==> src/hw/rv_decoder_pkg.sv <==
// Fixed RV32I encodings only, and no branch, jump, CSR or MRET support in these types
`default_nettype none

package rv_decoder_pkg;

  //////////////////////////////
  // Widths and basic types
  //////////////////////////////
  localparam int DATA_WIDTH     = 32;
  localparam int REG_ADDR_WIDTH = 5;

  typedef logic [DATA_WIDTH-1:0]     data_t;
  typedef logic [REG_ADDR_WIDTH-1:0] reg_addr_t;

  //////////////////////////////
  // Encodings
  //////////////////////////////
  typedef enum logic [6:0] {
    OPCODE_LOAD    = 7'b0000011,
    OPCODE_MISCMEM = 7'b0001111,
    OPCODE_OPIMM   = 7'b0010011,
    OPCODE_AUIPC   = 7'b0010111,
    OPCODE_STORE   = 7'b0100011,
    OPCODE_OP      = 7'b0110011,
    OPCODE_LUI     = 7'b0110111,
    OPCODE_SYSTEM  = 7'b1110011
  } opcode_e;

  // Instruction bit 30 followed by funct3
  typedef enum logic [3:0] {
    ALU_OP_ADD  = 4'b0000,
    ALU_OP_SLL  = 4'b0001,
    ALU_OP_SLT  = 4'b0010,
    ALU_OP_SLTU = 4'b0011,
    ALU_OP_XOR  = 4'b0100,
    ALU_OP_SRL  = 4'b0101,
    ALU_OP_OR   = 4'b0110,
    ALU_OP_AND  = 4'b0111,
    ALU_OP_SUB  = 4'b1000,
    ALU_OP_SRA  = 4'b1101
  } alu_op_e;

  typedef enum logic [2:0] {IMM_NONE, IMM_I, IMM_I_SHIFT, IMM_S, IMM_U} imm_fmt_e;

  typedef enum logic [2:0] {
    KIND_ALU, KIND_LOAD, KIND_STORE, KIND_NOP, KIND_ECALL, KIND_EBREAK, KIND_ILLEGAL
  } instr_kind_e;

  localparam data_t ECALL_INSTR  = 32'h0000_0073;
  localparam data_t EBREAK_INSTR = 32'h0010_0073;
  localparam data_t WFI_INSTR    = 32'h1050_0073;

  //////////////////////////////
  // Control structs
  //////////////////////////////
  typedef struct packed {
    instr_kind_e kind;
    alu_op_e     alu_op;
    imm_fmt_e    imm_fmt;
    logic [2:0]  funct3;   // Width and sign for the LSU
    reg_addr_t   rs1;
    reg_addr_t   rs2;
    reg_addr_t   rd;
    logic        use_rs1;
    logic        use_rs2;
    logic        use_imm;
    logic        use_pc;
  } decode_t;

  typedef struct packed {
    logic      wb_en;
    alu_op_e   alu_op;
    reg_addr_t rd;
    logic      use_pc;
    logic      is_imm;
  } alu_ctrl_t;

  typedef struct packed {
    reg_addr_t rs1_addr;
    reg_addr_t rs2_addr;
  } rf_req_t;

  typedef struct packed {
    logic       valid;
    logic [3:0] ctrl;  // Store flag, then funct3
    reg_addr_t  rd;
  } lsu_ctrl_t;

endpackage

`default_nettype wire

==> src/hw/instr_classifier.sv <==
// Pure combinational decode of RV32I base words, and branches, jumps and CSR ops decode as illegal
`timescale 1ns/1ps
`default_nettype none

module instr_classifier import rv_decoder_pkg::*; (
  input  data_t   instr_i,
  output decode_t dec_o
);

  opcode_e    opcode;
  logic [2:0] funct3;
  logic [6:0] funct7;
  logic       shift_op;

  assign opcode   = opcode_e'(instr_i[6:0]);
  assign funct3   = instr_i[14:12];
  assign funct7   = instr_i[31:25];
  assign shift_op = (funct3 == 3'b001) || (funct3 == 3'b101);  // SLL, SRL and SRA

  always_comb begin
    dec_o         = '0;
    dec_o.kind    = KIND_ILLEGAL;  // Anything not matched below
    dec_o.alu_op  = ALU_OP_ADD;
    dec_o.imm_fmt = IMM_NONE;
    dec_o.funct3  = funct3;
    dec_o.rs1     = instr_i[19:15];
    dec_o.rs2     = instr_i[24:20];
    dec_o.rd      = instr_i[11:7];

    case (opcode)
      OPCODE_OP: begin
        // Bit 30 only selects SUB and SRA
        if (funct7 == 7'b0 || (funct7 == 7'b0100000 && (funct3 == 3'b000 || funct3 == 3'b101))) begin
          dec_o.kind    = KIND_ALU;
          dec_o.alu_op  = alu_op_e'({instr_i[30], funct3});
          dec_o.use_rs1 = 1'b1;
          dec_o.use_rs2 = 1'b1;
        end
      end
      OPCODE_OPIMM: begin
        dec_o.kind    = KIND_ALU;
        dec_o.use_rs1 = 1'b1;
        dec_o.use_imm = 1'b1;
        if (shift_op) begin
          dec_o.imm_fmt = IMM_I_SHIFT;
          dec_o.alu_op  = alu_op_e'({instr_i[30], funct3});
          if (!(funct7 == 7'b0 || (funct7 == 7'b0100000 && funct3 == 3'b101))) begin
            dec_o.kind    = KIND_ILLEGAL;
            dec_o.use_rs1 = 1'b0;  // No stall ahead of the illegal flag
          end
        end else begin
          dec_o.imm_fmt = IMM_I;
          dec_o.alu_op  = alu_op_e'({1'b0, funct3});
        end
      end
      OPCODE_LUI, OPCODE_AUIPC: begin
        dec_o.kind    = KIND_ALU;
        dec_o.imm_fmt = IMM_U;
        dec_o.use_imm = 1'b1;
        dec_o.use_pc  = (opcode == OPCODE_AUIPC);  // LUI adds to x0
      end
      OPCODE_LOAD: begin
        if (funct3 inside {3'b000, 3'b001, 3'b010, 3'b100, 3'b101}) begin
          dec_o.kind    = KIND_LOAD;
          dec_o.imm_fmt = IMM_I;
          dec_o.use_rs1 = 1'b1;
          dec_o.use_imm = 1'b1;
        end
      end
      OPCODE_STORE: begin
        if (funct3 inside {3'b000, 3'b001, 3'b010}) begin
          dec_o.kind    = KIND_STORE;
          dec_o.imm_fmt = IMM_S;
          dec_o.use_rs1 = 1'b1;
          dec_o.use_rs2 = 1'b1;
          dec_o.use_imm = 1'b1;
        end
      end
      OPCODE_MISCMEM: begin
        if (funct3 == 3'b000) begin
          dec_o.kind = KIND_NOP;  // FENCE needs no action in order
        end
      end
      OPCODE_SYSTEM: begin
        if (instr_i == ECALL_INSTR) begin
          dec_o.kind = KIND_ECALL;
        end else if (instr_i == EBREAK_INSTR) begin
          dec_o.kind = KIND_EBREAK;
        end else if (instr_i == WFI_INSTR) begin
          dec_o.kind = KIND_NOP;
        end
      end
      default: ;
    endcase

    // Unused fields read as x0 so hazard and RF ports stay quiet
    if (!dec_o.use_rs1) begin
      dec_o.rs1 = '0;
    end
    if (!dec_o.use_rs2) begin
      dec_o.rs2 = '0;
    end
    if (!(dec_o.kind inside {KIND_ALU, KIND_LOAD})) begin
      dec_o.rd = '0;
    end
  end

endmodule

`default_nettype wire

==> src/hw/imm_gen.sv <==
// Shift amounts are sign extended from 5 bits, so the ALU must use only the low 5 bits
`timescale 1ns/1ps
`default_nettype none

module imm_gen import rv_decoder_pkg::*; (
  input  data_t    instr_i,
  input  imm_fmt_e fmt_i,
  output data_t    imm_o
);

  //////////////////////////////
  // Format fields
  //////////////////////////////
  data_t imm_i;
  data_t imm_shift;
  data_t imm_s;
  data_t imm_u;

  assign imm_i     = {{(DATA_WIDTH-12){instr_i[31]}}, instr_i[31:20]};
  assign imm_shift = {{(DATA_WIDTH-5){instr_i[24]}}, instr_i[24:20]};  // shamt field
  assign imm_s     = {{(DATA_WIDTH-12){instr_i[31]}}, instr_i[31:25], instr_i[11:7]};
  assign imm_u     = {instr_i[31:12], 12'b0};  // Low bits cleared

  //////////////////////////////
  // Select
  //////////////////////////////
  always_comb begin
    case (fmt_i)
      IMM_I: begin
        imm_o = imm_i;
      end
      IMM_I_SHIFT: begin
        imm_o = imm_shift;
      end
      IMM_S: begin
        imm_o = imm_s;
      end
      IMM_U: begin
        imm_o = imm_u;
      end
      default: begin
        imm_o = '0;  // IMM_NONE
      end
    endcase
  end

endmodule

`default_nettype wire

==> src/hw/issue_seq.sv <==
// Fetch must hold instr_i until ready_o goes high, and ECALL, EBREAK or illegal halt until reset
`timescale 1ns/1ps
`default_nettype none

module issue_seq import rv_decoder_pkg::*; (
  input  logic      clk_i,
  input  logic      rstn_i,
  input  logic      instr_valid_i,
  input  data_t     instr_addr_i,
  input  decode_t   dec_i,
  input  data_t     imm_i,
  input  logic      lsu_read_complete_i,
  output logic      ready_o,
  output data_t     instr_addr_o,
  output alu_ctrl_t alu_ctrl_o,
  output rf_req_t   rf_req_o,
  output data_t     imm_o,
  output lsu_ctrl_t lsu_ctrl_o,
  output logic      illegal_o,
  output logic      ecall_o,
  output logic      ebreak_o
);

  typedef enum logic [3:0] {
    ST_OK, ST_STALL, ST_LOAD_ADDR, ST_LOAD_REQ, ST_LOAD_WAIT,
    ST_STORE_ADDR, ST_SYS_FLAG, ST_SYS_HALT, ST_ERROR
  } state_e;

  state_e    state_q, state_d;
  reg_addr_t prev_rd_q, prev_rd_d;  // rd issued at the last edge
  logic      hazard;
  logic      ready_d;
  alu_ctrl_t alu_d;
  rf_req_t   rf_d;
  data_t     imm_d;
  lsu_ctrl_t lsu_d;
  logic      illegal_d, ecall_d, ebreak_d;

  // prev_rd_q is zero after a stall, so the retry never stalls again
  assign hazard = (prev_rd_q != '0) &&
                  ((dec_i.use_rs1 && dec_i.rs1 == prev_rd_q) ||
                   (dec_i.use_rs2 && dec_i.rs2 == prev_rd_q));

  //////////////////////////////
  // Next state and outputs
  //////////////////////////////
  always_comb begin
    state_d   = state_q;
    prev_rd_d = '0;
    ready_d   = 1'b1;
    alu_d     = '0;
    rf_d      = '0;
    imm_d     = '0;
    lsu_d     = '0;
    illegal_d = 1'b0;
    ecall_d   = 1'b0;
    ebreak_d  = 1'b0;

    case (state_q)
      ST_OK, ST_STALL: begin
        state_d = ST_OK;
        if (instr_valid_i && hazard) begin
          state_d = ST_STALL;
          ready_d = 1'b0;
        end else if (instr_valid_i) begin
          case (dec_i.kind)
            KIND_ALU: begin
              alu_d     = '{wb_en: 1'b1, alu_op: dec_i.alu_op, rd: dec_i.rd,
                            use_pc: dec_i.use_pc, is_imm: dec_i.use_imm};
              rf_d      = '{rs1_addr: dec_i.rs1, rs2_addr: dec_i.rs2};
              imm_d     = imm_i;
              prev_rd_d = dec_i.rd;
            end
            KIND_LOAD, KIND_STORE: begin
              // Address phase through the ALU
              alu_d.alu_op = ALU_OP_ADD;
              alu_d.is_imm = 1'b1;
              rf_d         = '{rs1_addr: dec_i.rs1, rs2_addr: dec_i.rs2};
              imm_d        = imm_i;
              ready_d      = 1'b0;
              state_d      = (dec_i.kind == KIND_LOAD) ? ST_LOAD_ADDR : ST_STORE_ADDR;
            end
            KIND_ECALL, KIND_EBREAK: begin
              ready_d = 1'b0;
              state_d = ST_SYS_FLAG;
            end
            KIND_ILLEGAL: begin
              illegal_d = 1'b1;
              ready_d   = 1'b0;
              state_d   = ST_ERROR;
            end
            default: ;  // FENCE and WFI
          endcase
        end
      end
      ST_LOAD_ADDR: begin
        lsu_d   = '{valid: 1'b1, ctrl: {1'b0, dec_i.funct3}, rd: dec_i.rd};
        ready_d = 1'b0;
        state_d = ST_LOAD_REQ;
      end
      ST_LOAD_REQ, ST_LOAD_WAIT: begin
        ready_d = lsu_read_complete_i;
        if (lsu_read_complete_i) begin
          prev_rd_d = dec_i.rd;  // Load data lands in rd now
          state_d   = ST_OK;
        end else begin
          state_d = ST_LOAD_WAIT;
        end
      end
      ST_STORE_ADDR: begin
        lsu_d   = '{valid: 1'b1, ctrl: {1'b1, dec_i.funct3}, rd: '0};
        rf_d    = '{rs1_addr: dec_i.rs1, rs2_addr: dec_i.rs2};  // rs2 carries store data
        state_d = ST_OK;
      end
      ST_SYS_FLAG: begin
        ecall_d  = (dec_i.kind == KIND_ECALL);
        ebreak_d = (dec_i.kind == KIND_EBREAK);
        ready_d  = 1'b0;
        state_d  = ST_SYS_HALT;
      end
      ST_SYS_HALT: begin
        ready_d = 1'b0;  // Trap handler redirects fetch
      end
      default: begin
        illegal_d = 1'b1;  // ST_ERROR
        ready_d   = 1'b0;
      end
    endcase
  end

  //////////////////////////////
  // Registers
  //////////////////////////////
  always_ff @(posedge clk_i) begin
    if (!rstn_i) begin
      state_q    <= ST_OK;
      prev_rd_q  <= '0;
      ready_o    <= 1'b1;
      alu_ctrl_o <= '0;
      lsu_ctrl_o <= '0;
      illegal_o  <= 1'b0;
      ecall_o    <= 1'b0;
      ebreak_o   <= 1'b0;
    end else begin
      state_q    <= state_d;
      prev_rd_q  <= prev_rd_d;
      ready_o    <= ready_d;
      alu_ctrl_o <= alu_d;
      lsu_ctrl_o <= lsu_d;
      illegal_o  <= illegal_d;
      ecall_o    <= ecall_d;
      ebreak_o   <= ebreak_d;
    end
  end

  always_ff @(posedge clk_i) begin
    instr_addr_o <= instr_addr_i;
    imm_o        <= imm_d;
    rf_req_o     <= rf_d;
  end

  // One request per load or store toward the LSU
  a_lsu_single: assert property (@(posedge clk_i) disable iff (!rstn_i)
    lsu_ctrl_o.valid |=> !lsu_ctrl_o.valid);
  a_illegal_blocks: assert property (@(posedge clk_i) disable iff (!rstn_i)
    illegal_o |-> !ready_o);
  a_trap_onehot: assert property (@(posedge clk_i) disable iff (!rstn_i)
    !(ecall_o && ebreak_o));

endmodule

`default_nettype wire

==> src/hw/rv_decoder.sv <==
// RV32I decode stage without branches, jumps or CSRs, and all outputs are registered
`timescale 1ns/1ps
`default_nettype none

module rv_decoder import rv_decoder_pkg::*; (
  input  logic      clk_i,
  input  logic      rstn_i,
  input  data_t     instr_i,
  input  data_t     instr_addr_i,
  input  logic      instr_valid_i,
  input  logic      lsu_read_complete_i,
  output logic      ready_o,
  output data_t     instr_addr_o,
  output alu_ctrl_t alu_ctrl_o,
  output rf_req_t   rf_req_o,
  output data_t     imm_o,
  output lsu_ctrl_t lsu_ctrl_o,
  output logic      illegal_o,
  output logic      ecall_o,
  output logic      ebreak_o
);

  decode_t dec;
  data_t   imm;

  instr_classifier u_instr_classifier (
    .instr_i (instr_i),
    .dec_o   (dec)
  );

  imm_gen u_imm_gen (
    .instr_i (instr_i),
    .fmt_i   (dec.imm_fmt),
    .imm_o   (imm)
  );

  issue_seq u_issue_seq (
    .clk_i               (clk_i),
    .rstn_i              (rstn_i),
    .instr_valid_i       (instr_valid_i),
    .instr_addr_i        (instr_addr_i),
    .dec_i               (dec),
    .imm_i               (imm),
    .lsu_read_complete_i (lsu_read_complete_i),
    .ready_o             (ready_o),
    .instr_addr_o        (instr_addr_o),
    .alu_ctrl_o          (alu_ctrl_o),
    .rf_req_o            (rf_req_o),
    .imm_o               (imm_o),
    .lsu_ctrl_o          (lsu_ctrl_o),
    .illegal_o           (illegal_o),
    .ecall_o             (ecall_o),
    .ebreak_o            (ebreak_o)
  );

endmodule

`default_nettype wire

==> config.mk <==
export PLATFORM = sky130hd
export DESIGN_NAME = rv_decoder
export DESIGN_NICKNAME = d
export VERILOG_FILES = /design/src/hw/rv_decoder_pkg.sv /design/src/hw/instr_classifier.sv /design/src/hw/imm_gen.sv /design/src/hw/issue_seq.sv /design/src/hw/rv_decoder.sv
export SDC_FILE = /design/constraint.sdc
export NUM_CORES = 1
export LEC_CHECK = 0
export BUFFER_PORTS_ARGS = -buffer_cell sky130_fd_sc_hd__buf_2
export CAP_MARGIN = 20
export CORE_ASPECT_RATIO = 2
export CORE_MARGIN = 4
export CORE_UTILIZATION = 35
export CTS_BUF_LIST = sky130_fd_sc_hd__clkbuf_4
export DETAILED_ROUTE_END_ITERATION = 10
export HOLD_SLACK_MARGIN = 0.06
export PLACE_DENSITY_LB_ADDON = 0.12
export SLEW_MARGIN = 10
export SYNTH_ARGS = -nofsm -noshare
export SYNTH_HDL_FRONTEND = slang
export SYNTH_SLANG_ARGS = --single-unit
==> constraint.sdc <==
create_clock -name clk_i -period 6.55 [get_ports clk_i]
set_input_delay 1.31 -clock clk_i [delete_from_list [all_inputs] [get_ports clk_i]]
set_output_delay 1.31 -clock clk_i [all_outputs]
set_load 0.1 [all_outputs]
==> metrics.cfg <==
[critical_path]
critical_path_class = primary input to flip-flop
r2r_slack_ns = 3.70
cp_data_arrival_time_ns = 4.39
reg2reg_depth = 7
worstSetupPathDepth = 8
path_cells = buf_2 -> or4_4 -> nor4_4 -> a21oi_1 -> a31oi_1 -> nor3b_2 -> nand4_1 -> o22ai_1
path_delay_family = simple AND/OR/NAND/NOR gates
critPathMaxFanout = 20
timing.rr.start = u_issue_seq.prev_rd_q[2]
cp-start-kind = primary input
max_stage_delay_ns = 0.80
crit_slowest_cell = nand4_1
path_buf_inv = 1
worstPathRequired_ns = 6.90
critPathLaunch = instr_i[25]
crit_path_end = u_issue_seq.imm_o[13]
endpoint_kind = flip-flop
r2r-end = u_issue_seq.imm_o[13]

[pwr]
seq_power_share = 0.572
vdd_drop_max_mv = 0.104
combinationalPowerShare = 0.148
switching_share = 0.303
power_frac_clock = 0.281
power.density_mw_per_mm2 = 244
internal-power_mw = 0.834
p_leak_nw = 2.28
p_switching_mw = 0.362

[status]
status = finished clean

[cells_and_area]
regArea_mm2 = 0.00218
final_cell_mix = buf_2 (167), dfxtp_1 (109), nand2_1 (28)
layout_commonest_cell = buf_2
area_delta_synth_final_pct = 28.4
fill_cells = 1074
drive_above_1_share = 0.348
multiInputGateArea_mm2 = 0.00146
final_net_count = 624

[clock_network]
clock_latency_ns = 0.46
cts_sinks = 109
cts_setup_buffers = 0
cts_resized = 0
htreeDepth = 3
cts_hold_buf = 0
clk_pin_slew_worst_paths_ns = 0.16
cts_buffers = 9
clockRootBuffer = clkbuf_4
cts_tree = yes
cts_max_path_buffers = 2

[detailed_routing]
antenna_left = 0
first_pass_iters = 4
routed.top_layer = met4
drc = 0
met1_length_um = 4020
first_iter_violations = 197
routed-via-count = 3519
drt-total-wl_um = 11800
dr_wl_met2_um = 6410
viasPerCell = 5.04
routedWlPerCell_um = 16.9
met3_length_um = 883

[die]
dieArea_mm2 = 0.0127
io_pins = 168
start_util = 0.360
dieWidth_um = 81.8
core_mm2 = 0.0106
rows = 53
dieHeight_um = 156

[yosys]
yosys_warnings = 0
synth_cells = 395
ys_ff_latch = 109
synth-xor-area-share = 0.0253
synth_area_mm2 = 0.00381
synth_fa_ha_area_frac = 0
synth_area_leaders = dfxtp_1 (57%), o22ai_1 (3.4%), nand2_1 (2.8%)
yosys.area.top_type = dfxtp_1
synth-edff-count = 0
synth_nets = 463
ys_types = 53
synth_compound_area_frac = 0.142
synthArstFlopShare = 0
synth_mux_area_frac = 0.00262
yosys.area_share.simple = 0.214
yosysTopAreaCellShare = 0.572
synth.avg_cell_area_um2 = 9.66
ys.flop_type = dfxtp_1
synth_top_family_by_area = simple AND/OR/NAND/NOR gates
ys_seq_area_frac = 0.572

[timing]
hold_viol_final = 0
fin_worst_skew_ns = 0.0149
worstMarginPinSlew_ns = 0.924
report.final.slew_viol_count = 0
setup_viol = 0
fmax_ghz = 0.248
period_needed_ns = 4.04
slew_headroom = 0.382
worst_slack_ns = 2.51
rsz0062_at_grt = no
fin_setup_tns_ns = 0
min_period_over_period = 0.616

[worst_hold_path]
hold_class = flip-flop to flip-flop

[global_routing]
grt-ovfl-total = 0
grt_max_degree = 33
antenna_found_initial = 1
first_global_vias = 3391
grt_pass1_wl_um = 17300
grt_use_total = 0.181

[place]
place.gp.congestion = 0.950
dp_slack_ns = 1.99
dp.final_hpwl_um = 9290
port_buffers = 167

[job]
cap_viol_max_count = 0

## worst min-delay path by stage
stage | slack (ns) | startpoint | end | cells past startpoint
2_1_floorplan | 0.62 | u_issue_seq.state_q[2] | u_issue_seq.lsu_ctrl_o[9] | 3
3_3_place_gp | 0.65 | u_issue_seq.state_q[1] | u_issue_seq.ebreak_o | 2
3_5_place_dp | 0.66 | u_issue_seq.state_q[1] | u_issue_seq.ebreak_o | 2
4_1_cts | 0.69 | u_issue_seq.state_q[1] | u_issue_seq.ebreak_o | 2
5_1_grt | 0.74 | u_issue_seq.state_q[1] | u_issue_seq.ecall_o | 2
6_report | 0.68 | u_issue_seq.state_q[1] | u_issue_seq.ebreak_o | 2
## final cells by class
type / count / share of cell area
flip-flops and latches: 109 / 0.445
multi-input cells: 242 / 0.298
repair buffers: 169 / 0.174
well taps: 137 / 0.0350
inverters: 25 / 0.0192
clock inverters: 6 / 0.0143
clock buffers: 9 / 0.0138
diodes: 1 / 0.000511
## logic make-up after synthesis
logic type,after synthesis
AO/OA/AOI/OAI,83
XOR/XNOR,11
buffers and inverters,44
flip-flops,109
multiplexers,1
AND/OR/NAND/NOR,147
## sequential cells by signal (all words and copies together), names as in the netlist
signal                    flops
u_issue_seq.alu_ctrl_o       12
u_issue_seq.imm_o            32
u_issue_seq.illegal_o         1
u_issue_seq.state_q           4
u_issue_seq.ecall_o           1
u_issue_seq.prev_rd_q         5
u_issue_seq.rf_req_o         10
u_issue_seq.ready_o           1
u_issue_seq.lsu_ctrl_o       10
u_issue_seq.ebreak_o          1
u_issue_seq.instr_addr_o     32
## worst reg2reg max path: stages (launching register included)
cell,delay (ns)
dfxtp_1,0.46
xor2_1,0.17
nor3_1,0.08
nand4_1,0.13
nor2_1,0.07
nor3_1,0.59
nand4_1,0.87
o22ai_1,0.39
## routing by layer
layer,up-vias,GRT usage
li1,1710,-
met1,1614,0.182
met2,166,0.332
met3,29,0.0341
met4,0,0.106
met5,-,0
## power groups by stage
stage / clock network, mW / registers, mW / logic (mW)
after CTS: 0.347 / 0.684 / 0.177
after global placement: 0 / 0.698 / 0.175
final: 0.335 / 0.684 / 0.177
after global routing: 0.374 / 0.686 / 0.186
after detailed placement: 0 / 0.698 / 0.176
after floorplan: 0 / 0.784 / 0.0385
## through the flow
step	hold slack, ns	std cells	utilization	power [mW]	area, µm²
floorplan	0.621	395	-	0.823	3810
global placement	0.652	682	0.449	0.873	4760
detailed placement	0.663	682	0.449	0.875	4760
CTS	0.689	697	0.462	1.21	4900
global route	0.738	698	0.462	1.25	4900
finish	0.677	698	0.462	1.20	4900
## cell usage after synthesis, drive strengths merged, types with 4 or more instances
cell	number
dfxtp	109
nand2	28
nor2	26
inv	25
nor3	21
o22ai	21
a21oi	16
and2	15
o21ai	15
clkbuf	14
nand4	8
nor4	8
and3	7
nand3	7
xor2	7
a22oi	6
a21boi	5
buf	5
nor2b	5
nand2b	4
nor3b	4
o31ai	4
or2	4
xnor2	4
No activity file was read; power rests on OpenSTA's default activity.
